**config.mk**
```make
export PLATFORM = sky130hd
export DESIGN_NAME = dmr_lockstep_top
export DESIGN_NICKNAME = d
export VERILOG_FILES = /design/src/common/dmr_ckpt_pkg.sv /design/src/common/dmr_mode_pkg.sv /design/src/dmr_ctrl/dmr_grp_ctrl.sv /design/src/dmr_ctrl/dmr_recovery_unit.sv /design/src/verilog/dmr_cfg_regs.sv /design/src/verilog/dmr_ckpt_arbiter.sv /design/src/verilog/dmr_ckpt_mem.sv /design/src/verilog/dmr_lockstep_top.sv
export VERILOG_INCLUDE_DIRS = /design/src /design/src/common
export SDC_FILE = /design/constraint.sdc
export NUM_CORES = 1
export LEC_CHECK = 0
export BUFFER_PORTS_ARGS = -buffer_cell sky130_fd_sc_hd__buf_2
export CORE_MARGIN = 2
export CORE_UTILIZATION = 53
export CTS_CLUSTER_DIAMETER = 150
export DETAILED_ROUTE_END_ITERATION = 8
export PLACE_DENSITY = 0.8
export SYNTH_ARGS = -nofsm -noshare
export SYNTH_HDL_FRONTEND = slang
export SYNTH_SLANG_ARGS = --single-unit
```
**constraint.sdc**
```tcl
create_clock -name clk_i -period 4.07 [get_ports clk_i]
set_clock_uncertainty 0.05 [all_clocks]
set_input_delay 0.814 -clock clk_i [delete_from_list [all_inputs] [get_ports clk_i]]
set_output_delay 0.814 -clock clk_i [all_outputs]
set_load 0.01 [all_outputs]
```
**src/common/dmr_params.svh**
```systemverilog
// DMR lockstep build constants

`ifndef DMR_PARAMS_SVH
`define DMR_PARAMS_SVH

// Number of core groups, each pairing core A and core B
`define DMR_NUM_GRPS 2

// Width of a core result and of a checkpoint word
`define DMR_DATA_W 32

// Watchdog budget in clock cycles
`define DMR_TIMEOUT_CYC 20000

`endif

```
**src/common/dmr_ckpt_pkg.sv**
```systemverilog
// Checkpoint-side types

`include "dmr_params.svh"

package dmr_ckpt_pkg;

  // One memory entry per group
  localparam int unsigned CkptAddrW = (`DMR_NUM_GRPS > 1) ? $clog2(`DMR_NUM_GRPS) : 1;

  // Checkpoint data word, same width as a core result
  typedef logic [`DMR_DATA_W-1:0] ckpt_word_t;

  // Memory index, equal to the group number
  typedef logic [CkptAddrW-1:0] ckpt_addr_t;

endpackage

```
**src/common/dmr_mode_pkg.sv**
```systemverilog
// Lockstep control-side types

package dmr_mode_pkg;

  // Redundancy mode of one core group
  typedef enum logic [1:0] {
    NON_DMR     = 2'd0,
    DMR_RUN     = 2'd1,
    DMR_RESTORE = 2'd2
  } dmr_mode_e;

  // Register map, status registers start at CfgStatBase
  typedef enum logic [2:0] {
    CTRL0 = 3'd0,
    CTRL1 = 3'd1,
    STAT0 = 3'd4,
    STAT1 = 3'd5
  } cfg_addr_e;

  localparam int unsigned CfgStatBase = 4;

  typedef logic [15:0] cfg_word_t;

  // CTRL bit positions
  localparam int unsigned CtrlEnBit    = 0;
  localparam int unsigned CtrlRapidBit = 1;
  localparam int unsigned CtrlForceBit = 2;

  // STAT field positions
  localparam int unsigned StatCntLsb = 8;

endpackage

```
**src/dmr_ctrl/dmr_grp_ctrl.sv**
```systemverilog
// Per-group lockstep mode control

`timescale 1ns/10ps

module dmr_grp_ctrl (
  input  logic                      clk_i,
  input  logic                      rst_ni,
  input  logic                      enable_i,
  input  logic                      rapid_i,
  input  logic                      force_i,
  input  logic                      fetch_en_i,
  input  logic                      cores_synch_i,
  input  logic                      out_valid_i,
  input  dmr_ckpt_pkg::ckpt_word_t  out_a_i,
  input  dmr_ckpt_pkg::ckpt_word_t  out_b_i,
  input  logic                      recovery_done_i,
  output dmr_mode_pkg::dmr_mode_e   mode_o,
  output logic                      force_ack_o,
  output logic                      mismatch_incr_o,
  output logic                      ckpt_we_o,
  output dmr_ckpt_pkg::ckpt_word_t  ckpt_data_o,
  output logic                      recovery_req_o,
  output logic                      setback_o,
  output logic                      sw_synch_req_o,
  output logic                      sw_resynch_req_o,
  output logic                      grp_independent_o
);
  import dmr_mode_pkg::*;

  dmr_mode_e mode_d, mode_q;
  logic      cores_synch_q;
  logic      lanes_match;
  logic      synch_req, synch_sent_q, synch_pulse_q;
  logic      resynch_req, resynch_sent_q, resynch_pulse_q;
  logic      setback_d, setback_q;

  // Lane compare, only meaningful while running checked
  assign lanes_match     = out_a_i == out_b_i;
  assign ckpt_we_o       = mode_q == DMR_RUN && out_valid_i && lanes_match;
  assign ckpt_data_o     = out_a_i;
  assign mismatch_incr_o = mode_q == DMR_RUN && out_valid_i && !lanes_match;

  always_comb begin
    mode_d      = mode_q;
    force_ack_o = 1'b0;
    synch_req   = 1'b0;
    resynch_req = 1'b0;
    setback_d   = 1'b0;
    case (mode_q)
      DMR_RUN: begin
        if (force_i && rapid_i) begin
          force_ack_o = 1'b1;
          mode_d      = DMR_RESTORE;
        end
        if (mismatch_incr_o) begin
          if (rapid_i) begin
            mode_d = DMR_RESTORE;
          end else begin
            resynch_req = 1'b1;
          end
        end
        // Splitting the pair is allowed at any time
        if (!enable_i) begin
          mode_d = NON_DMR;
        end
      end
      DMR_RESTORE: begin
        if (recovery_done_i) begin
          mode_d = DMR_RUN;
        end
      end
      default: begin
        // Ask software to align the cores, then wait for their answer
        if (enable_i && fetch_en_i) begin
          synch_req = 1'b1;
          if (cores_synch_q) begin
            mode_d    = DMR_RUN;
            setback_d = 1'b1;
          end
        end
      end
    endcase
    // Before the cores fetch, mode follows enable
    if (!fetch_en_i && mode_q != DMR_RESTORE) begin
      mode_d = enable_i ? DMR_RUN : NON_DMR;
    end
  end

  // Restore sequence starts on entry into DMR_RESTORE
  assign recovery_req_o = mode_d == DMR_RESTORE && mode_q != DMR_RESTORE;

  always_ff @(posedge clk_i or negedge rst_ni) begin
    if (!rst_ni) begin
      mode_q          <= NON_DMR;
      cores_synch_q   <= 1'b0;
      synch_sent_q    <= 1'b0;
      synch_pulse_q   <= 1'b0;
      resynch_sent_q  <= 1'b0;
      resynch_pulse_q <= 1'b0;
      setback_q       <= 1'b0;
    end else begin
      mode_q          <= mode_d;
      cores_synch_q   <= cores_synch_i;
      synch_sent_q    <= synch_req;
      synch_pulse_q   <= synch_req && !synch_sent_q;
      resynch_sent_q  <= resynch_req;
      resynch_pulse_q <= resynch_req && !resynch_sent_q;
      setback_q       <= setback_d;
    end
  end

  assign mode_o            = mode_q;
  assign grp_independent_o = mode_q == NON_DMR;
  assign sw_synch_req_o    = synch_pulse_q;
  assign sw_resynch_req_o  = resynch_pulse_q;
  assign setback_o         = setback_q;

endmodule

```
**src/dmr_ctrl/dmr_recovery_unit.sv**
```systemverilog
// Checkpoint writer and restore sequencer

`timescale 1ns/10ps

module dmr_recovery_unit #(
  parameter int unsigned GrpIdx = 0
) (
  input  logic                      clk_i,
  input  logic                      rst_ni,
  input  logic                      ckpt_we_i,
  input  dmr_ckpt_pkg::ckpt_word_t  ckpt_data_i,
  input  logic                      recovery_req_i,
  input  logic                      mem_gnt_i,
  input  dmr_ckpt_pkg::ckpt_word_t  mem_rdata_i,
  output logic                      mem_req_o,
  output logic                      mem_we_o,
  output dmr_ckpt_pkg::ckpt_addr_t  mem_addr_o,
  output dmr_ckpt_pkg::ckpt_word_t  mem_wdata_o,
  output logic                      recovery_done_o,
  output logic                      restore_valid_o,
  output dmr_ckpt_pkg::ckpt_word_t  restore_data_o
);
  import dmr_ckpt_pkg::*;

  typedef enum logic [1:0] {RD_IDLE, RD_WAIT, RD_DATA} rd_state_e;

  rd_state_e  rd_state_d, rd_state_q;
  logic       wr_pend_q;
  ckpt_word_t wr_data_q;

  // A pending write goes first so the restore sees the newest checkpoint
  assign mem_req_o   = wr_pend_q || rd_state_q == RD_WAIT;
  assign mem_we_o    = wr_pend_q;
  assign mem_addr_o  = ckpt_addr_t'(GrpIdx);
  assign mem_wdata_o = wr_data_q;

  always_comb begin
    rd_state_d = rd_state_q;
    case (rd_state_q)
      RD_IDLE: begin
        if (recovery_req_i) begin
          rd_state_d = RD_WAIT;
        end
      end
      RD_WAIT: begin
        if (mem_gnt_i && !wr_pend_q) begin
          rd_state_d = RD_DATA;
        end
      end
      default: rd_state_d = RD_IDLE;
    endcase
  end

  always_ff @(posedge clk_i or negedge rst_ni) begin
    if (!rst_ni) begin
      rd_state_q <= RD_IDLE;
      wr_pend_q  <= 1'b0;
    end else begin
      rd_state_q <= rd_state_d;
      if (ckpt_we_i) begin
        wr_pend_q <= 1'b1;
      end else if (mem_gnt_i && wr_pend_q) begin
        wr_pend_q <= 1'b0;
      end
    end
  end

  // Latest matching result overwrites a write still waiting for grant
  always_ff @(posedge clk_i) begin
    if (ckpt_we_i) begin
      wr_data_q <= ckpt_data_i;
    end
  end

  assign restore_valid_o = rd_state_q == RD_DATA;
  assign recovery_done_o = rd_state_q == RD_DATA;
  assign restore_data_o  = mem_rdata_i;

endmodule

```
**src/verilog/dmr_cfg_regs.sv**
```systemverilog
// Lockstep configuration registers

`timescale 1ns/10ps
`include "dmr_params.svh"

module dmr_cfg_regs (
  input  logic                                        clk_i,
  input  logic                                        rst_ni,
  input  logic                                        cfg_we_i,
  input  dmr_mode_pkg::cfg_addr_e                     cfg_addr_i,
  input  dmr_mode_pkg::cfg_word_t                     cfg_wdata_i,
  output dmr_mode_pkg::cfg_word_t                     cfg_rdata_o,
  input  dmr_mode_pkg::dmr_mode_e [`DMR_NUM_GRPS-1:0] grp_mode_i,
  input  logic [`DMR_NUM_GRPS-1:0]                    mismatch_incr_i,
  input  logic [`DMR_NUM_GRPS-1:0]                    force_ack_i,
  output logic [`DMR_NUM_GRPS-1:0]                    enable_o,
  output logic [`DMR_NUM_GRPS-1:0]                    rapid_o,
  output logic [`DMR_NUM_GRPS-1:0]                    force_o
);
  import dmr_mode_pkg::*;

  logic [`DMR_NUM_GRPS-1:0] enable_q;
  logic [`DMR_NUM_GRPS-1:0] rapid_q;
  logic [`DMR_NUM_GRPS-1:0] force_q;
  logic [7:0]               mm_cnt_q [`DMR_NUM_GRPS];

  always_ff @(posedge clk_i or negedge rst_ni) begin
    if (!rst_ni) begin
      enable_q <= '0;
      rapid_q  <= '0;
      force_q  <= '0;
      for (int g = 0; g < `DMR_NUM_GRPS; g++) begin
        mm_cnt_q[g] <= '0;
      end
    end else begin
      for (int g = 0; g < `DMR_NUM_GRPS; g++) begin
        // Ack clears force, a write in the same cycle wins
        if (force_ack_i[g]) begin
          force_q[g] <= 1'b0;
        end
        if (cfg_we_i && cfg_addr_i == cfg_addr_e'(g)) begin
          enable_q[g] <= cfg_wdata_i[CtrlEnBit];
          rapid_q[g]  <= cfg_wdata_i[CtrlRapidBit];
          force_q[g]  <= cfg_wdata_i[CtrlForceBit];
        end
        // Counter saturates at 255
        if (mismatch_incr_i[g] && mm_cnt_q[g] != 8'hff) begin
          mm_cnt_q[g] <= mm_cnt_q[g] + 8'd1;
        end
      end
    end
  end

  // Status registers only decode, writes to them are dropped
  always_comb begin
    cfg_rdata_o = '0;
    for (int g = 0; g < `DMR_NUM_GRPS; g++) begin
      if (cfg_addr_i == cfg_addr_e'(g)) begin
        cfg_rdata_o[CtrlEnBit]    = enable_q[g];
        cfg_rdata_o[CtrlRapidBit] = rapid_q[g];
        cfg_rdata_o[CtrlForceBit] = force_q[g];
      end
      if (cfg_addr_i == cfg_addr_e'(CfgStatBase + g)) begin
        cfg_rdata_o[1:0]            = grp_mode_i[g];
        cfg_rdata_o[StatCntLsb +: 8] = mm_cnt_q[g];
      end
    end
  end

  assign enable_o = enable_q;
  assign rapid_o  = rapid_q;
  assign force_o  = force_q;

endmodule

```
**src/verilog/dmr_ckpt_arbiter.sv**
```systemverilog
// Round-robin checkpoint memory arbiter

`timescale 1ns/10ps

module dmr_ckpt_arbiter #(
  parameter type         payload_t = logic,
  parameter int unsigned NumReq    = 2
) (
  input  logic                  clk_i,
  input  logic                  rst_ni,
  input  logic     [NumReq-1:0] req_i,
  input  payload_t [NumReq-1:0] payload_i,
  output logic     [NumReq-1:0] gnt_o,
  output logic                  req_o,
  output payload_t              payload_o
);

  localparam int unsigned IdxW = (NumReq > 1) ? $clog2(NumReq) : 1;

  logic [IdxW-1:0] last_q;
  logic [IdxW-1:0] sel;

  // Search starts one past the last winner
  always_comb begin
    int unsigned idx;
    gnt_o = '0;
    sel   = last_q;
    for (int unsigned i = 1; i <= NumReq; i++) begin
      idx = (last_q + i) % NumReq;
      if (req_i[idx] && gnt_o == '0) begin
        gnt_o[idx] = 1'b1;
        sel        = IdxW'(idx);
      end
    end
  end

  assign req_o     = |req_i;
  assign payload_o = payload_i[sel];

  always_ff @(posedge clk_i or negedge rst_ni) begin
    if (!rst_ni) begin
      last_q <= IdxW'(NumReq - 1);
    end else if (req_o) begin
      last_q <= sel;
    end
  end

endmodule

```
**src/verilog/dmr_ckpt_mem.sv**
```systemverilog
// Checkpoint store, one word per group

`timescale 1ns/10ps
`include "dmr_params.svh"

module dmr_ckpt_mem (
  input  logic                      clk_i,
  input  logic                      rst_ni,
  input  logic                      req_i,
  input  logic                      we_i,
  input  dmr_ckpt_pkg::ckpt_addr_t  addr_i,
  input  dmr_ckpt_pkg::ckpt_word_t  wdata_i,
  output dmr_ckpt_pkg::ckpt_word_t  rdata_o
);
  import dmr_ckpt_pkg::*;

  ckpt_word_t mem_q [`DMR_NUM_GRPS];
  ckpt_word_t rdata_q;

  always_ff @(posedge clk_i or negedge rst_ni) begin
    if (!rst_ni) begin
      for (int g = 0; g < `DMR_NUM_GRPS; g++) begin
        mem_q[g] <= '0;
      end
    end else if (req_i && we_i) begin
      mem_q[addr_i] <= wdata_i;
    end
  end

  // Read data appears the cycle after the grant
  always_ff @(posedge clk_i) begin
    if (req_i && !we_i) begin
      rdata_q <= mem_q[addr_i];
    end
  end

  assign rdata_o = rdata_q;

endmodule

```
**src/verilog/dmr_lockstep_top.sv**
```systemverilog
// DMR lockstep subsystem top

`timescale 1ns/10ps
`include "dmr_params.svh"

module dmr_lockstep_top (
  input  logic                                         clk_i,
  input  logic                                         rst_ni,
  input  logic                                         cfg_we_i,
  input  dmr_mode_pkg::cfg_addr_e                      cfg_addr_i,
  input  dmr_mode_pkg::cfg_word_t                      cfg_wdata_i,
  output dmr_mode_pkg::cfg_word_t                      cfg_rdata_o,
  input  logic [`DMR_NUM_GRPS-1:0]                     out_valid_i,
  input  dmr_ckpt_pkg::ckpt_word_t [`DMR_NUM_GRPS-1:0] out_a_i,
  input  dmr_ckpt_pkg::ckpt_word_t [`DMR_NUM_GRPS-1:0] out_b_i,
  input  logic [`DMR_NUM_GRPS-1:0]                     fetch_en_i,
  input  logic [`DMR_NUM_GRPS-1:0]                     cores_synch_i,
  output logic [`DMR_NUM_GRPS-1:0]                     setback_o,
  output logic [`DMR_NUM_GRPS-1:0]                     sw_synch_req_o,
  output logic [`DMR_NUM_GRPS-1:0]                     sw_resynch_req_o,
  output logic [`DMR_NUM_GRPS-1:0]                     grp_independent_o,
  output logic [`DMR_NUM_GRPS-1:0]                     restore_valid_o,
  output dmr_ckpt_pkg::ckpt_word_t [`DMR_NUM_GRPS-1:0] restore_data_o
);
  import dmr_mode_pkg::*;
  import dmr_ckpt_pkg::*;

  // Memory command carried through the arbiter
  typedef struct packed {
    logic       we;
    ckpt_addr_t addr;
    ckpt_word_t data;
  } mem_cmd_t;

  logic       [`DMR_NUM_GRPS-1:0] enable, rapid, force_en, force_ack, mismatch_incr;
  dmr_mode_e  [`DMR_NUM_GRPS-1:0] grp_mode;
  logic       [`DMR_NUM_GRPS-1:0] ckpt_we, recovery_req, recovery_done;
  ckpt_word_t [`DMR_NUM_GRPS-1:0] ckpt_data;
  logic       [`DMR_NUM_GRPS-1:0] mem_req, mem_gnt;
  mem_cmd_t   [`DMR_NUM_GRPS-1:0] mem_cmd;
  logic                           arb_req;
  mem_cmd_t                       arb_cmd;
  ckpt_word_t                     mem_rdata;

  dmr_cfg_regs i_cfg_regs (
    .clk_i,
    .rst_ni,
    .cfg_we_i,
    .cfg_addr_i,
    .cfg_wdata_i,
    .cfg_rdata_o,
    .grp_mode_i      (grp_mode),
    .mismatch_incr_i (mismatch_incr),
    .force_ack_i     (force_ack),
    .enable_o        (enable),
    .rapid_o         (rapid),
    .force_o         (force_en)
  );

  for (genvar g = 0; g < `DMR_NUM_GRPS; g++) begin : gen_grp
    dmr_grp_ctrl i_grp_ctrl (
      .clk_i,
      .rst_ni,
      .enable_i          (enable[g]),
      .rapid_i           (rapid[g]),
      .force_i           (force_en[g]),
      .fetch_en_i        (fetch_en_i[g]),
      .cores_synch_i     (cores_synch_i[g]),
      .out_valid_i       (out_valid_i[g]),
      .out_a_i           (out_a_i[g]),
      .out_b_i           (out_b_i[g]),
      .recovery_done_i   (recovery_done[g]),
      .mode_o            (grp_mode[g]),
      .force_ack_o       (force_ack[g]),
      .mismatch_incr_o   (mismatch_incr[g]),
      .ckpt_we_o         (ckpt_we[g]),
      .ckpt_data_o       (ckpt_data[g]),
      .recovery_req_o    (recovery_req[g]),
      .setback_o         (setback_o[g]),
      .sw_synch_req_o    (sw_synch_req_o[g]),
      .sw_resynch_req_o  (sw_resynch_req_o[g]),
      .grp_independent_o (grp_independent_o[g])
    );

    dmr_recovery_unit #(
      .GrpIdx (g)
    ) i_recovery_unit (
      .clk_i,
      .rst_ni,
      .ckpt_we_i       (ckpt_we[g]),
      .ckpt_data_i     (ckpt_data[g]),
      .recovery_req_i  (recovery_req[g]),
      .mem_gnt_i       (mem_gnt[g]),
      .mem_rdata_i     (mem_rdata),
      .mem_req_o       (mem_req[g]),
      .mem_we_o        (mem_cmd[g].we),
      .mem_addr_o      (mem_cmd[g].addr),
      .mem_wdata_o     (mem_cmd[g].data),
      .recovery_done_o (recovery_done[g]),
      .restore_valid_o (restore_valid_o[g]),
      .restore_data_o  (restore_data_o[g])
    );
  end

  dmr_ckpt_arbiter #(
    .payload_t (mem_cmd_t),
    .NumReq    (`DMR_NUM_GRPS)
  ) i_ckpt_arbiter (
    .clk_i,
    .rst_ni,
    .req_i     (mem_req),
    .payload_i (mem_cmd),
    .gnt_o     (mem_gnt),
    .req_o     (arb_req),
    .payload_o (arb_cmd)
  );

  dmr_ckpt_mem i_ckpt_mem (
    .clk_i,
    .rst_ni,
    .req_i   (arb_req),
    .we_i    (arb_cmd.we),
    .addr_i  (arb_cmd.addr),
    .wdata_i (arb_cmd.data),
    .rdata_o (mem_rdata)
  );

endmodule
```
Yosys cells after proc, flatten, opt, wreduce, memory -nomap -nowiden --
Cells that the tools add are included.
Cells by class: reductions and logical operators 60, mux-type cells 80, eq/ne operators 23, bitwise operators 2, magnitude comparators 7, $add $sub $neg 4
Operators by type and width (number):
- 32-bit two-way mux | 4
- 34-bit two-way mux | 2
- 64-bit bitwise mux | 1
- 32-bit equality test | 2
- 2-bit two-way mux | 24
- 1-bit two-way mux | 38
- 32-bit demux with 1-bit select | 1
- 1-bit logical AND | 32
- 8-bit by 1-bit adder with 8-bit output (second input constant) | 2
- 8-bit two-way mux | 2
- 8-bit != test (second input constant) | 2
- 2-bit one-hot mux with 2 select lines | 4
- 2-bit equality test (second input constant) | 6
- 2-bit != test (second input constant) | 6
- 1-bit zero test | 11
- 2-bit zero test | 5
- 2-bit by 1-bit equality test with 1-bit output (second input constant) | 4
- 2-bit nonzero test | 4
- 3-bit equality test (second input constant) | 2
- 1-bit by 2-bit less-than comparator with 1-bit output (second input constant) | 3
- 3-bit two-way mux | 2
- 2-bit OR reduction | 3
- 2-bit AND reduction | 2
- 3-bit by 1-bit equality test with 1-bit output (second input constant) | 1
- other kinds (9) | 13
Storage, ports and cells: output and inout bits 90, bits of input ports 156, logic and storage cells 208, register bits after elaboration 205

Depth between registers and ports, before layout --
Gate-level depths: netlist of the first run.
depth after elaboration 17, mapped depth 9, depth with buffers taken out 8

By module --
From an unflattened synthesis of the first run, not the netlist that was laid out.
Unflattened totals: cell total of the unflattened synthesis 779, area, all modules 10590.2 µm²
Modules (own cells, without submodules):
- dmr_ckpt_mem | sequential area each 2562.5 µm², cells each 205, instances 1, area an instance 3868.7 µm²
- dmr_recovery_unit | sequential area each 1036.0 µm², cells each 78, instances 2, area an instance 1345.0 µm²
- dmr_grp_ctrl | sequential area each 200.2 µm², cells each 124, instances 2, area an instance 1029.7 µm²
- dmr_cfg_regs | sequential area each 550.5 µm², cells each 125, instances 1, area an instance 1342.5 µm²
- dmr_ckpt_arbiter | sequential area each 26.3 µm², cells each 45, instances 1, area an instance 629.4 µm²

Least setup slack after synthesis of the first run --
Ideal clock, no wire load.
path kind input to output, start input cfg_addr_i[0], end output cfg_rdata_o[0], slack 1.685 ns, cell stages on the path 3, buffers on the path 1, arrival time 1.521 ns, data required time 3.206 ns, cells stage by stage buf_2 mux4_2 nor2b_1
Between the ends: longest elaborated chain between the ends 5, elaborated cells on any way between the ends 8, those cells by class eq/ne: 3; mux: 4; reduce/logical: 1
Ends and longest elaborated chain:
- start: declaration | line dmr_lockstep_top.sv:10 | input dmr_mode_pkg::cfg_addr_e cfg_addr_i,
- 3-bit zero test | line dmr_cfg_regs.sv:58 | if (cfg_addr_i == cfg_addr_e'(g)) begin
- 3-bit two-way mux | line dmr_cfg_regs.sv:58
- 2-bit two-way mux | line dmr_cfg_regs.sv:63 | if (cfg_addr_i == cfg_addr_e'(CfgStatBase + g)) begin
- 3-bit two-way mux | line dmr_cfg_regs.sv:58
- 2-bit two-way mux * | line dmr_cfg_regs.sv:63
- end: declaration | line dmr_lockstep_top.sv:12 | output dmr_mode_pkg::cfg_word_t cfg_rdata_o,
Mark *: on every way between the ends. The rest lies on a longest branch, timed or not.

Worst setup path in the final report of the first run --
start input cfg_addr_i[0], end output cfg_rdata_o[1]
Same word-level chain as after synthesis.

==> run_summary.xml, run 1 <==
<?xml version="1.0" encoding="UTF-8"?>
<metrics>
  <group name="run_status">
    <metric name="outcome" unit="">completed</metric>
  </group>
  <group name="sta">
    <metric name="rsz0062_at_grt" unit="">no</metric>
    <metric name="finalSetupViolations" unit="">0</metric>
    <metric name="slew_viol_final" unit="">0</metric>
    <metric name="layout_worst_path_cycle_share" unit="%">64.4</metric>
    <metric name="tns" unit="ns">0</metric>
    <metric name="slew_headroom" unit="%">26.9</metric>
    <metric name="max_slew.worst_pin.slew" unit="ns">1.09</metric>
    <metric name="report.final.hold_viol_count" unit="">0</metric>
    <metric name="layout_min_cycle_time" unit="ns">2.62</metric>
    <metric name="f_max" unit="GHz">0.382</metric>
    <metric name="hold_ws" unit="ns">0.361</metric>
    <metric name="post-route-worst-setup-slack" unit="ns">1.45</metric>
  </group>
  <group name="clock_tree">
    <metric name="cts_max_path_buffers" unit="">3</metric>
    <metric name="cts.root.buffer_cell" unit="">clkbuf_16</metric>
    <metric name="htree_num_levels" unit="">1</metric>
    <metric name="cts_hold_repair.buffers" unit="">0</metric>
    <metric name="cts_setup_buffers" unit="">0</metric>
    <metric name="clk_latency" unit="ns">0.48</metric>
    <metric name="path_clk_slew" unit="ns">0.06</metric>
    <metric name="tritoncts.num_buffers" unit="">21</metric>
    <metric name="tritoncts_clock_tree" unit="">yes</metric>
    <metric name="cts_sinks" unit="">205</metric>
    <metric name="cts_resized" unit="">0</metric>
  </group>
  <group name="setup_path">
    <metric name="end_kind" unit="">primary output</metric>
    <metric name="reg2reg_slack" unit="ns">1.67</metric>
    <metric name="startpoint_type" unit="">input port</metric>
    <metric name="critPathMaxFanout" unit="">13</metric>
    <metric name="setup.worst_path.class" unit="">input port to primary output</metric>
    <metric name="worstPathArrival" unit="ns">1.76</metric>
    <metric name="worstPathRequired" unit="ns">3.21</metric>
  </group>
  <group name="die">
    <metric name="die_height" unit="um">135</metric>
    <metric name="die_w" unit="um">135</metric>
    <metric name="die-area" unit="um^2">18300</metric>
    <metric name="floorplan.core_area" unit="um^2">16700</metric>
    <metric name="std_cell_rows" unit="">47</metric>
    <metric name="io-pin-count" unit="">246</metric>
    <metric name="initial_utilization" unit="%">54.7</metric>
  </group>
  <group name="logic_synthesis">
    <metric name="netlist-cell-type-count" unit="">51</metric>
    <metric name="ys.flop_type" unit="">dfrtp_1</metric>
    <metric name="yosys_warnings" unit="">0</metric>
    <metric name="synth_edf_count" unit="">96</metric>
    <metric name="post_syn_area" unit="um^2">9130</metric>
    <metric name="asyncSetResetFlopFracSynth" unit="%">53.2</metric>
    <metric name="synth-seq-cells" unit="">205</metric>
    <metric name="avgSynthCellArea" unit="um^2">14.0</metric>
    <metric name="syn_inst" unit="">652</metric>
    <metric name="ys_seq_area_share" unit="%">61.4</metric>
  </group>
  <group name="job">
    <metric name="timing.max_cap.violations" unit="">0</metric>
  </group>
  <group name="power_and_ir_drop">
    <metric name="max-vdd-ir-drop" unit="mV">0.301</metric>
    <metric name="leakagePower" unit="nW">4.89</metric>
    <metric name="power_per_cell_area" unit="nW/um^2">460</metric>
  </group>
  <group name="global_route">
    <metric name="grt_util_all_layers" unit="%">22.6</metric>
    <metric name="remaining_global_route_overflow" unit="">0</metric>
    <metric name="global_route_wire_length_before_repair" unit="um">31100</metric>
    <metric name="first_global_vias" unit="">5680</metric>
    <metric name="grt_start_max_net_pins" unit="">64</metric>
    <metric name="grt_antenna_before_repair" unit="">0</metric>
  </group>
  <group name="drt">
    <metric name="vias_per_cell" unit="">5.32</metric>
    <metric name="drt_wl_cell" unit="um">19.0</metric>
    <metric name="route.vias.total" unit="">5779</metric>
    <metric name="wl" unit="um">20600</metric>
    <metric name="dr.first_iter.drc_count" unit="">453</metric>
    <metric name="dr.pass1.iters" unit="">5</metric>
    <metric name="detail_route_antenna_nets" unit="">0</metric>
    <metric name="drc_errors" unit="">0</metric>
  </group>
  <group name="place">
    <metric name="gp_congestion" unit="">0.821</metric>
    <metric name="numPlacedInstances" unit="">1049</metric>
    <metric name="detailedPlacementHpwl" unit="um">14700</metric>
    <metric name="pre_cts_slack" unit="ns">0.958</metric>
    <metric name="io_buffers" unit="">227</metric>
  </group>
  <group name="final_layout">
    <metric name="final_core_util" unit="%">65.1</metric>
    <metric name="num_antenna_cells" unit="">0</metric>
    <metric name="area.growth.synth_to_final" unit="%">19.1</metric>
    <metric name="final.fill_count" unit="">1248</metric>
    <metric name="commonest_cells_after_routing_fill_and_taps_aside" unit="">buf_2, dfrtp_1, mux2_2</metric>
    <metric name="layout-drive-gt1-share" unit="%">43.4</metric>
    <metric name="finish.cell_count_without_fillers" unit="">1086</metric>
    <metric name="most_common_cell_after_layout_fill_and_taps_aside" unit="">buf_2</metric>
    <metric name="layout.nets" unit="">1016</metric>
  </group>
  <group name="min_path">
    <metric name="hold_class" unit="">flop to flop</metric>
  </group>
</metrics>
[logic make-up (layout without fill, tap and decap cells)]
logic type	count (synthesis)	after routing	synth area share (%)
AND/OR/NAND/NOR	136	136	7.78
multiplexers	113	113	14.0
adder cells (fa/ha/maj)	8	8	1.10
AO/OA/AOI/OAI	39	39	2.90
XOR/XNOR	77	77	7.38
other	1	5	0.0411
flip-flops	205	205	61.4
buffers and inverters	73	283	5.30
[path summary, 6_finish.rpt]
check / end / startpoint / cells past startpoint
worst max-delay path: cfg_rdata_o[1] / cfg_addr_i[0] / 4
worst min-delay path: gen_grp[1].i_grp_ctrl.sw_resynch_req_o / gen_grp[1].i_grp_ctrl.resynch_sent_q / 1
worst max register to register: i_ckpt_mem.rdata_o[24] / gen_grp[0].i_recovery_unit.rd_state_q[0] / 4
worst min register to register: gen_grp[1].i_grp_ctrl.sw_resynch_req_o / gen_grp[1].i_grp_ctrl.resynch_sent_q / 1
max in group asynchronous: i_ckpt_arbiter.last_q / rst_ni / 2
min in group asynchronous: gen_grp[1].i_grp_ctrl.setback_o / rst_ni / 1
[registers in the layout (all words and copies together) (netlist names), 4 cells and up]
| name | cells |
|---|---|
| gen_grp.i_recovery_unit.rd_state_q | 4 |
| gen_grp.i_recovery_unit.mem_wdata_o | 64 |
| gen_grp.i_grp_ctrl.mode_o | 4 |
| i_ckpt_mem.mem_q | 64 |
| i_cfg_regs.mm_cnt_q | 16 |
| i_ckpt_mem.rdata_o | 32 |
[final cells by class]
| class | count | area, um^2 | area share (%) |
|---|---|---|---|
| Clock buffer | 34 | 614 | 5.65 |
| Clock inverter | 3 | 12.5 | 0.115 |
| Inverter | 11 | 41.3 | 0.380 |
| Multi-Input combinational cell | 378 | 3100 | 28.5 |
| Sequential cell | 205 | 5610 | 51.6 |
| Tap cell | 220 | 275 | 2.53 |
| Timing Repair Buffer | 235 | 1220 | 11.2 |
[report_power, final]
part	internal [W]	switching [W]
Sequential	0.00230	0.000139
Combinational	0.000351	0.000450
Clock	0.00103	0.000743
Total	0.00367	0.00133
[metrics by stage]
| step | power [W] | instance area (um^2) |
|---|---|---|
| 2_1_floorplan | 0.00298 | 9150 |
| 3_3_place_gp | 0.00325 | 10300 |
| 3_5_place_dp | 0.00327 | 10300 |
| 4_1_cts | 0.00504 | 10900 |
| 5_1_grt | 0.00523 | 10900 |
| 6_report | 0.00500 | 10900 |
[synth_stat cells, drive strengths merged (2+ instances only)]
library cell / count / share of area [%]
a211o: 2 / 0.19
a21o: 2 / 0.16
a21oi: 6 / 0.37
and2: 2 / 0.16
and3: 2 / 0.14
buf: 60 / 4.8
clkbuf: 2 / 0.082
dfrtp: 108 / 30
edfxtp: 96 / 32
ha: 8 / 1.1
inv: 11 / 0.45
mux2: 101 / 12
mux2i: 10 / 1.1
mux4: 2 / 0.49
nand2: 22 / 0.90
nand2b: 5 / 0.34
nand3: 13 / 0.71
nand4: 16 / 1.1
nor2: 33 / 1.4
nor2b: 8 / 0.55
nor3: 13 / 0.71
nor4: 15 / 1.0
o211a: 2 / 0.22
o21ai: 12 / 0.66
o22ai: 2 / 0.14
o31a: 2 / 0.19
o31ai: 4 / 0.33
or4: 2 / 0.21
xnor2: 38 / 3.6
xor2: 39 / 3.7
[critical path: stages]
cell and delay [ns]:
buf_2 0.30, mux4_2 0.36, nor2b_1 0.14, buf_2 0.13
[layer usage]
metal	track usage (%)	up-vias	share of wire [%]
met5	0	-	0
met4	5.79	0	2.2
met3	3.44	34	5.6
met2	37.9	211	49
met1	31.3	2833	44
li1	-	2701	-
No activity file was read; power rests on OpenSTA's default activity.
==> inputs of run 2 (changes only) <==
--- a/config.mk
+++ b/config.mk
@@ -8,10 +8,10 @@
 export LEC_CHECK = 0
 export BUFFER_PORTS_ARGS = -buffer_cell sky130_fd_sc_hd__buf_2
 export CORE_MARGIN = 2
-export CORE_UTILIZATION = 53
+export CORE_UTILIZATION = 48
 export CTS_CLUSTER_DIAMETER = 150
 export DETAILED_ROUTE_END_ITERATION = 8
-export PLACE_DENSITY = 0.8
+export PLACE_DENSITY = 0.77
 export SYNTH_ARGS = -nofsm -noshare
 export SYNTH_HDL_FRONTEND = slang
 export SYNTH_SLANG_ARGS = --single-unit
==> constraint.sdc (replaced) <==
create_clock -name clk_i -period 2.3 [get_ports clk_i]
set_clock_uncertainty 0.05 [all_clocks]
set_input_delay 0.46 -clock clk_i [delete_from_list [all_inputs] [get_ports clk_i]]
set_output_delay 0.46 -clock clk_i [all_outputs]
set_load 0.01 [all_outputs]
==> run 2 against run 1 <==
Compared with the run above:
- critical path depth decreased by 1
- sequential power up 77%
- first-iteration DRC count decreased by 32%
- sequential cell count is the same
==> run_summary.xml, run 2 (synthesized netlist as in run 1, its figures left out) <==
<?xml version="1.0" encoding="UTF-8"?>
<metrics>
  <group name="run_status">
    <metric name="outcome" unit="">completed</metric>
  </group>
  <group name="drt">
    <metric name="route.vias.total" unit="">5868</metric>
    <metric name="vias_per_cell" unit="">5.11</metric>
    <metric name="drt_wl_cell" unit="um">18.5</metric>
    <metric name="dr.first_iter.drc_count" unit="">306</metric>
    <metric name="wl" unit="um">21200</metric>
    <metric name="dr.pass1.iters" unit="">4</metric>
    <metric name="drc_errors" unit="">0</metric>
    <metric name="detail_route_antenna_nets" unit="">0</metric>
  </group>
  <group name="setup_path">
    <metric name="startpoint_type" unit="">flop</metric>
    <metric name="path_cells" unit="">mux4_2 -&gt; nor2b_1 -&gt; buf_2</metric>
    <metric name="setup.worst_path.class" unit="">flop to primary output</metric>
    <metric name="end_kind" unit="">primary output</metric>
    <metric name="worstRegToRegCells" unit="">8</metric>
    <metric name="worstPathRequired" unit="ns">1.79</metric>
    <metric name="regToRegStartpoint" unit="">gen_grp[1].i_grp_ctrl.mode_o[0]</metric>
    <metric name="critPathMaxFanout" unit="">7</metric>
    <metric name="reg2reg_slack" unit="ns">0.17</metric>
    <metric name="critical-path-max-stage-delay" unit="ns">0.49</metric>
    <metric name="worstPathArrival" unit="ns">1.71</metric>
    <metric name="critical_path.reg2reg.endpoint" unit="">gen_grp[1].i_recovery_unit.rd_state_q[0]</metric>
    <metric name="cp_slowest_cell" unit="">mux4_2</metric>
  </group>
  <group name="clock_tree">
    <metric name="tritoncts.num_buffers" unit="">22</metric>
    <metric name="path_clk_slew" unit="ns">0.06</metric>
    <metric name="cts_max_path_buffers" unit="">3</metric>
    <metric name="clk_latency" unit="ns">0.49</metric>
    <metric name="cts_sinks" unit="">205</metric>
    <metric name="htree_num_levels" unit="">1</metric>
    <metric name="tritoncts_clock_tree" unit="">yes</metric>
    <metric name="cts.root.buffer_cell" unit="">clkbuf_16</metric>
  </group>
  <group name="place">
    <metric name="gp_congestion" unit="">0.846</metric>
    <metric name="io_buffers" unit="">227</metric>
    <metric name="detailedPlacementHpwl" unit="um">15500</metric>
    <metric name="pre_cts_slack" unit="ns">-0.269</metric>
    <metric name="numPlacedInstances" unit="">1108</metric>
  </group>
  <group name="power_and_ir_drop">
    <metric name="leakagePower" unit="nW">5.17</metric>
    <metric name="post-layout-total-power" unit="W">0.00927</metric>
    <metric name="power_per_cell_area" unit="nW/um^2">813</metric>
    <metric name="max-vdd-ir-drop" unit="mV">0.465</metric>
  </group>
  <group name="min_path">
    <metric name="min-delay-start" unit="">cores_synch_i[0]</metric>
    <metric name="min_path_cells" unit="">1</metric>
    <metric name="hold_class" unit="">input port to flop</metric>
    <metric name="timing.hold.worst_endpoint" unit="">gen_grp[0].i_grp_ctrl.cores_synch_q</metric>
  </group>
  <group name="die">
    <metric name="std_cell_rows" unit="">50</metric>
    <metric name="die-area" unit="um^2">20100</metric>
    <metric name="die_w" unit="um">142</metric>
    <metric name="io-pin-count" unit="">246</metric>
    <metric name="die_height" unit="um">142</metric>
    <metric name="floorplan.core_area" unit="um^2">18700</metric>
    <metric name="initial_utilization" unit="%">48.8</metric>
  </group>
  <group name="sta">
    <metric name="finalSetupViolations" unit="">0</metric>
    <metric name="f_max" unit="GHz">0.451</metric>
    <metric name="layout_worst_path_cycle_share" unit="%">96.5</metric>
    <metric name="report.final.hold_viol_count" unit="">0</metric>
    <metric name="post-route-worst-setup-slack" unit="ns">0.0803</metric>
    <metric name="layout_min_cycle_time" unit="ns">2.22</metric>
    <metric name="rsz0062_at_grt" unit="">no</metric>
    <metric name="hold_ws" unit="ns">0.0212</metric>
    <metric name="max_slew.worst_pin.slew" unit="ns">0.694</metric>
    <metric name="slew_headroom" unit="%">53.4</metric>
    <metric name="slew_viol_final" unit="">0</metric>
  </group>
  <group name="job">
    <metric name="timing.max_cap.violations" unit="">0</metric>
  </group>
  <group name="final_layout">
    <metric name="layout.nets" unit="">1062</metric>
    <metric name="commonest_cells_after_routing_fill_and_taps_aside" unit="">buf_2, dfrtp_1, mux2_2</metric>
    <metric name="most_common_cell_after_layout_fill_and_taps_aside" unit="">buf_2</metric>
    <metric name="final.fill_count" unit="">1451</metric>
    <metric name="layout-drive-gt1-share" unit="%">46.8</metric>
    <metric name="finish.cell_count_without_fillers" unit="">1148</metric>
    <metric name="final_core_util" unit="%">60.9</metric>
    <metric name="num_antenna_cells" unit="">0</metric>
    <metric name="area.growth.synth_to_final" unit="%">24.8</metric>
  </group>
  <group name="global_route">
    <metric name="grt_start_max_net_pins" unit="">41</metric>
    <metric name="grt_antenna_before_repair" unit="">0</metric>
    <metric name="grt_util_all_layers" unit="%">20.8</metric>
    <metric name="remaining_global_route_overflow" unit="">0</metric>
    <metric name="first_global_vias" unit="">5834</metric>
    <metric name="global_route_wire_length_before_repair" unit="um">31700</metric>
  </group>
</metrics>
run 2: changes by cell type in the layout (fill, tap and decap cells not counted), sizes merged:
| cell | delta |
|---|---|
| buf | +44 |
| bufinv | +1 |
| clkbuf | -4 |
| clkinv | +4 |
| clkinvlp | +2 |
| dlygate4sd3 | +1 |
run 2: report_power, final:
part	internal, W	switching (W)	total [W]
clock network	0.00203	0.00138	0.00341
registers	0.00406	0.000245	0.00431
logic	0.000724	0.000824	0.00155
run 2: layout make-up:
type                       instances  area [um^2]  area share [%]
sequential                       205         5610            49.2
multi-input combinational        378         3100            27.2
timing repair buffer             280         1640            14.4
clock buffer                      30          632            5.54
tap                              234          293            2.57
clock inverter                    10         76.3           0.670
inverter                          11         41.3           0.362
run 2: critical path, delay by kind of cell, from the launching register on:
family / cells / cell delay (ns)
flops: 1 / 0.46
simple gates: 1 / 0.14
mux: 1 / 0.49
buf+inv: 1 / 0.13
run 2: through the flow:
| stage | area (um^2) | TNS (ns) |
|---|---|---|
| floorplan | 9170 | -2.84 |
| global placement | 10700 | -13.51 |
| detailed placement | 10700 | -14.42 |
| CTS | 11400 | 0 |
| global route | 11400 | 0 |
| finish | 11400 | 0 |
run 2: what timing repair did:
action,in CTS,in global routing
setup endpoints to repair,0,2
hold buffers,1,0
gates resized for setup,0,1
endpoints found under the hold margin,34,0
setup buffers,0,0
run 2: layer usage:
layer	track usage, %	share of wire [%]	up-vias
met5	0	0	-
met4	4.11	1.3	0
met3	2.36	5.1	25
met2	36.5	50	206
met1	28.2	43	2850
li1	-	-	2787
run 2: worst max path at each step:
stage,from,to,slack [ns],cells past startpoint
after floorplan,out_b_i[20],gen_grp[0].i_recovery_unit.mem_wdata_o[0],-0.09,4
after global placement,out_b_i[21],gen_grp[0].i_recovery_unit.mem_wdata_o[5],-0.26,8
after detailed placement,out_b_i[21],gen_grp[0].i_recovery_unit.mem_wdata_o[5],-0.27,8
after CTS,gen_grp[1].i_grp_ctrl.mode_o[0],cfg_rdata_o[0],0.01,4
after global routing,gen_grp[0].i_grp_ctrl.mode_o[1],gen_grp[0].i_recovery_unit.rd_state_q[0],0.01,8
final,gen_grp[1].i_grp_ctrl.mode_o[0],cfg_rdata_o[0],0.08,3
==> inputs of run 3 (changes only) <==
--- a/config.mk
+++ b/config.mk
@@ -7,7 +7,7 @@
 export NUM_CORES = 1
 export LEC_CHECK = 0
 export BUFFER_PORTS_ARGS = -buffer_cell sky130_fd_sc_hd__buf_2
-export CORE_MARGIN = 2
+export CORE_ASPECT_RATIO = 0.5
 export CORE_UTILIZATION = 48
 export CTS_CLUSTER_DIAMETER = 150
 export DETAILED_ROUTE_END_ITERATION = 8
==> run 3 against run 2 <==
Compared with the run above:
- register-to-register slack got worse by 0.05 ns
- sequential share of layout area increased by 1.1 points
- design area decreased by 2.1%
- global-route usage increased by 0.75 points
==> run_summary.xml, run 3 (synthesized netlist as in run 1, its figures left out) <==
<?xml version="1.0" encoding="UTF-8"?>
<metrics>
  <group name="run_status">
    <metric name="outcome" unit="">completed</metric>
  </group>
  <group name="power_and_ir_drop">
    <metric name="pwr-share-seq" unit="%">49.1</metric>
    <metric name="max-vdd-ir-drop" unit="mV">0.464</metric>
    <metric name="leakagePower" unit="nW">5.02</metric>
    <metric name="internal_power" unit="W">0.00643</metric>
    <metric name="power_per_cell_area" unit="nW/um^2">787</metric>
    <metric name="netSwitchingFraction" unit="%">26.8</metric>
    <metric name="switching_power" unit="W">0.00235</metric>
    <metric name="part_of_the_power_in_the_clock_network" unit="%">33.4</metric>
    <metric name="pwr-share-comb" unit="%">17.5</metric>
  </group>
  <group name="setup_path">
    <metric name="worstPathArrival" unit="ns">1.72</metric>
    <metric name="worstPathRequired" unit="ns">1.79</metric>
    <metric name="critical_path.reg2reg.endpoint" unit="">gen_grp[1].i_recovery_unit.rd_state_q[0]</metric>
    <metric name="regToRegStartpoint" unit="">gen_grp[1].i_grp_ctrl.mode_o[0]</metric>
    <metric name="worstRegToRegCells" unit="">8</metric>
    <metric name="startpoint_type" unit="">flop</metric>
    <metric name="reg2reg_slack" unit="ns">0.12</metric>
    <metric name="end_kind" unit="">primary output</metric>
    <metric name="setup.worst_path.class" unit="">flop to primary output</metric>
    <metric name="cp_slowest_cell" unit="">mux4_2</metric>
    <metric name="critPathMaxFanout" unit="">7</metric>
    <metric name="critical-path-max-stage-delay" unit="ns">0.51</metric>
    <metric name="path_cells" unit="">mux4_2 -&gt; nor2b_1 -&gt; buf_2</metric>
    <metric name="timing.critical_path.max_delay_family" unit="">multiplexers</metric>
    <metric name="critical_path_buf_inv_count" unit="">1</metric>
  </group>
  <group name="sta">
    <metric name="hold_ws" unit="ns">0.0170</metric>
    <metric name="slew_viol_final" unit="">0</metric>
    <metric name="finalSetupViolations" unit="">0</metric>
    <metric name="f_max" unit="GHz">0.449</metric>
    <metric name="report.final.hold_viol_count" unit="">0</metric>
    <metric name="slew_headroom" unit="%">54.7</metric>
    <metric name="max_slew.worst_pin.slew" unit="ns">0.674</metric>
    <metric name="tns" unit="ns">0</metric>
    <metric name="layout_min_cycle_time" unit="ns">2.23</metric>
    <metric name="rsz0062_at_grt" unit="">no</metric>
    <metric name="layout_worst_path_cycle_share" unit="%">96.9</metric>
  </group>
  <group name="drt">
    <metric name="vias_per_cell" unit="">5.06</metric>
    <metric name="wl" unit="um">20600</metric>
    <metric name="drc_errors" unit="">0</metric>
    <metric name="route.vias.total" unit="">5810</metric>
    <metric name="dr.pass1.iters" unit="">5</metric>
    <metric name="dr.first_iter.drc_count" unit="">238</metric>
    <metric name="detail_route_antenna_nets" unit="">0</metric>
    <metric name="drt_wl_cell" unit="um">17.9</metric>
  </group>
  <group name="clock_tree">
    <metric name="tritoncts.num_buffers" unit="">19</metric>
    <metric name="tritoncts_clock_tree" unit="">yes</metric>
    <metric name="cts_hold_repair.buffers" unit="">0</metric>
    <metric name="path_clk_slew" unit="ns">0.06</metric>
    <metric name="clk_latency" unit="ns">0.48</metric>
    <metric name="cts_sinks" unit="">205</metric>
    <metric name="htree_num_levels" unit="">1</metric>
    <metric name="cts.root.buffer_cell" unit="">clkbuf_16</metric>
    <metric name="cts_max_path_buffers" unit="">3</metric>
  </group>
  <group name="global_route">
    <metric name="grt_util_all_layers" unit="%">21.5</metric>
    <metric name="remaining_global_route_overflow" unit="">0</metric>
    <metric name="grt_antenna_before_repair" unit="">0</metric>
    <metric name="grt_start_max_net_pins" unit="">110</metric>
    <metric name="global_route_wire_length_before_repair" unit="um">31900</metric>
    <metric name="first_global_vias" unit="">5959</metric>
  </group>
  <group name="final_layout">
    <metric name="layout.nets" unit="">1042</metric>
    <metric name="finish.cell_count_without_fillers" unit="">1149</metric>
    <metric name="num_antenna_cells" unit="">0</metric>
    <metric name="final.fill_count" unit="">1447</metric>
    <metric name="layout-drive-gt1-share" unit="%">45.1</metric>
    <metric name="most_common_cell_after_layout_fill_and_taps_aside" unit="">buf_2</metric>
    <metric name="seqCellArea" unit="um^2">5610</metric>
    <metric name="final_core_util" unit="%">60.2</metric>
    <metric name="commonest_cells_after_routing_fill_and_taps_aside" unit="">buf_2, dfrtp_1, mux2_2</metric>
    <metric name="multiInputGateArea" unit="um^2">3110</metric>
    <metric name="area.growth.synth_to_final" unit="%">22.2</metric>
  </group>
  <group name="job">
    <metric name="timing.max_cap.violations" unit="">0</metric>
  </group>
  <group name="min_path">
    <metric name="hold_class" unit="">input port to async pin</metric>
  </group>
  <group name="place">
    <metric name="numPlacedInstances" unit="">1117</metric>
    <metric name="gp_congestion" unit="">0.885</metric>
    <metric name="detailedPlacementHpwl" unit="um">15100</metric>
    <metric name="io_buffers" unit="">227</metric>
  </group>
  <group name="die">
    <metric name="io-pin-count" unit="">246</metric>
    <metric name="initial_utilization" unit="%">49.3</metric>
    <metric name="die-area" unit="um^2">19600</metric>
    <metric name="die_height" unit="um">99.5</metric>
    <metric name="floorplan.core_area" unit="um^2">18500</metric>
    <metric name="die_w" unit="um">197</metric>
    <metric name="std_cell_rows" unit="">35</metric>
  </group>
</metrics>
[run 3: layout make-up]
| cell class | instances | area share (%) |
|---|---|---|
| multi-input combinational | 378 | 27.9 |
| sequential | 205 | 50.3 |
| tap | 259 | 2.90 |
| timing repair buffer | 263 | 13.5 |
| inverter | 11 | 0.370 |
| clock inverter | 5 | 0.426 |
| clock buffer | 28 | 4.56 |
[run 3: metal layers]
| metal | track usage (%) | vias to the layer above | part of all wire, % |
|---|---|---|---|
| li1 | - | 2744 | - |
| met1 | 27.4 | 2861 | 43 |
| met2 | 37.4 | 167 | 50 |
| met3 | 3.66 | 38 | 4.2 |
| met4 | 7.57 | 0 | 2.9 |
| met5 | 0 | - | 0 |
[run 3: through the flow]
stage          power [W]  setup slack (ns)  instance area, um^2
2_1_floorplan    0.00528           -0.0886                 9170
3_3_place_gp     0.00588            -0.223                10600
3_5_place_dp     0.00592            -0.211                10600
4_1_cts          0.00885            0.0220                11200
5_1_grt          0.00918            0.0219                11200
6_report         0.00878            0.0712                11200
[run 3: timing repair]
action,4_1_cts,5_1_grt
gates resized for setup,0,1
setup endpoints to repair,0,2
buffers inserted,0,0
[run 3: power by group through the flow]
stage | clock [W] | sequential [W] | combinational, W
detailed placement | 0 | 0.00436 | 0.00156
finish | 0.00294 | 0.00431 | 0.00153
CTS | 0.00299 | 0.00430 | 0.00157
global placement | 0 | 0.00435 | 0.00153
global route | 0.00315 | 0.00435 | 0.00168
floorplan | 0 | 0.00432 | 0.000957
[run 3: worst max path at each step]
stage	startpoint	end	slack (ns)	cells past startpoint
2_1_floorplan	out_b_i[20]	gen_grp[0].i_recovery_unit.mem_wdata_o[0]	-0.09	4
3_3_place_gp	out_a_i[20]	gen_grp[0].i_recovery_unit.mem_wdata_o[6]	-0.22	7
3_5_place_dp	out_a_i[20]	gen_grp[0].i_recovery_unit.mem_wdata_o[4]	-0.21	7
4_1_cts	gen_grp[1].i_grp_ctrl.mode_o[0]	cfg_rdata_o[0]	0.02	4
5_1_grt	gen_grp[1].i_grp_ctrl.mode_o[0]	gen_grp[1].i_recovery_unit.rd_state_q[0]	0.02	8
6_report	gen_grp[1].i_grp_ctrl.mode_o[0]	cfg_rdata_o[0]	0.07	3
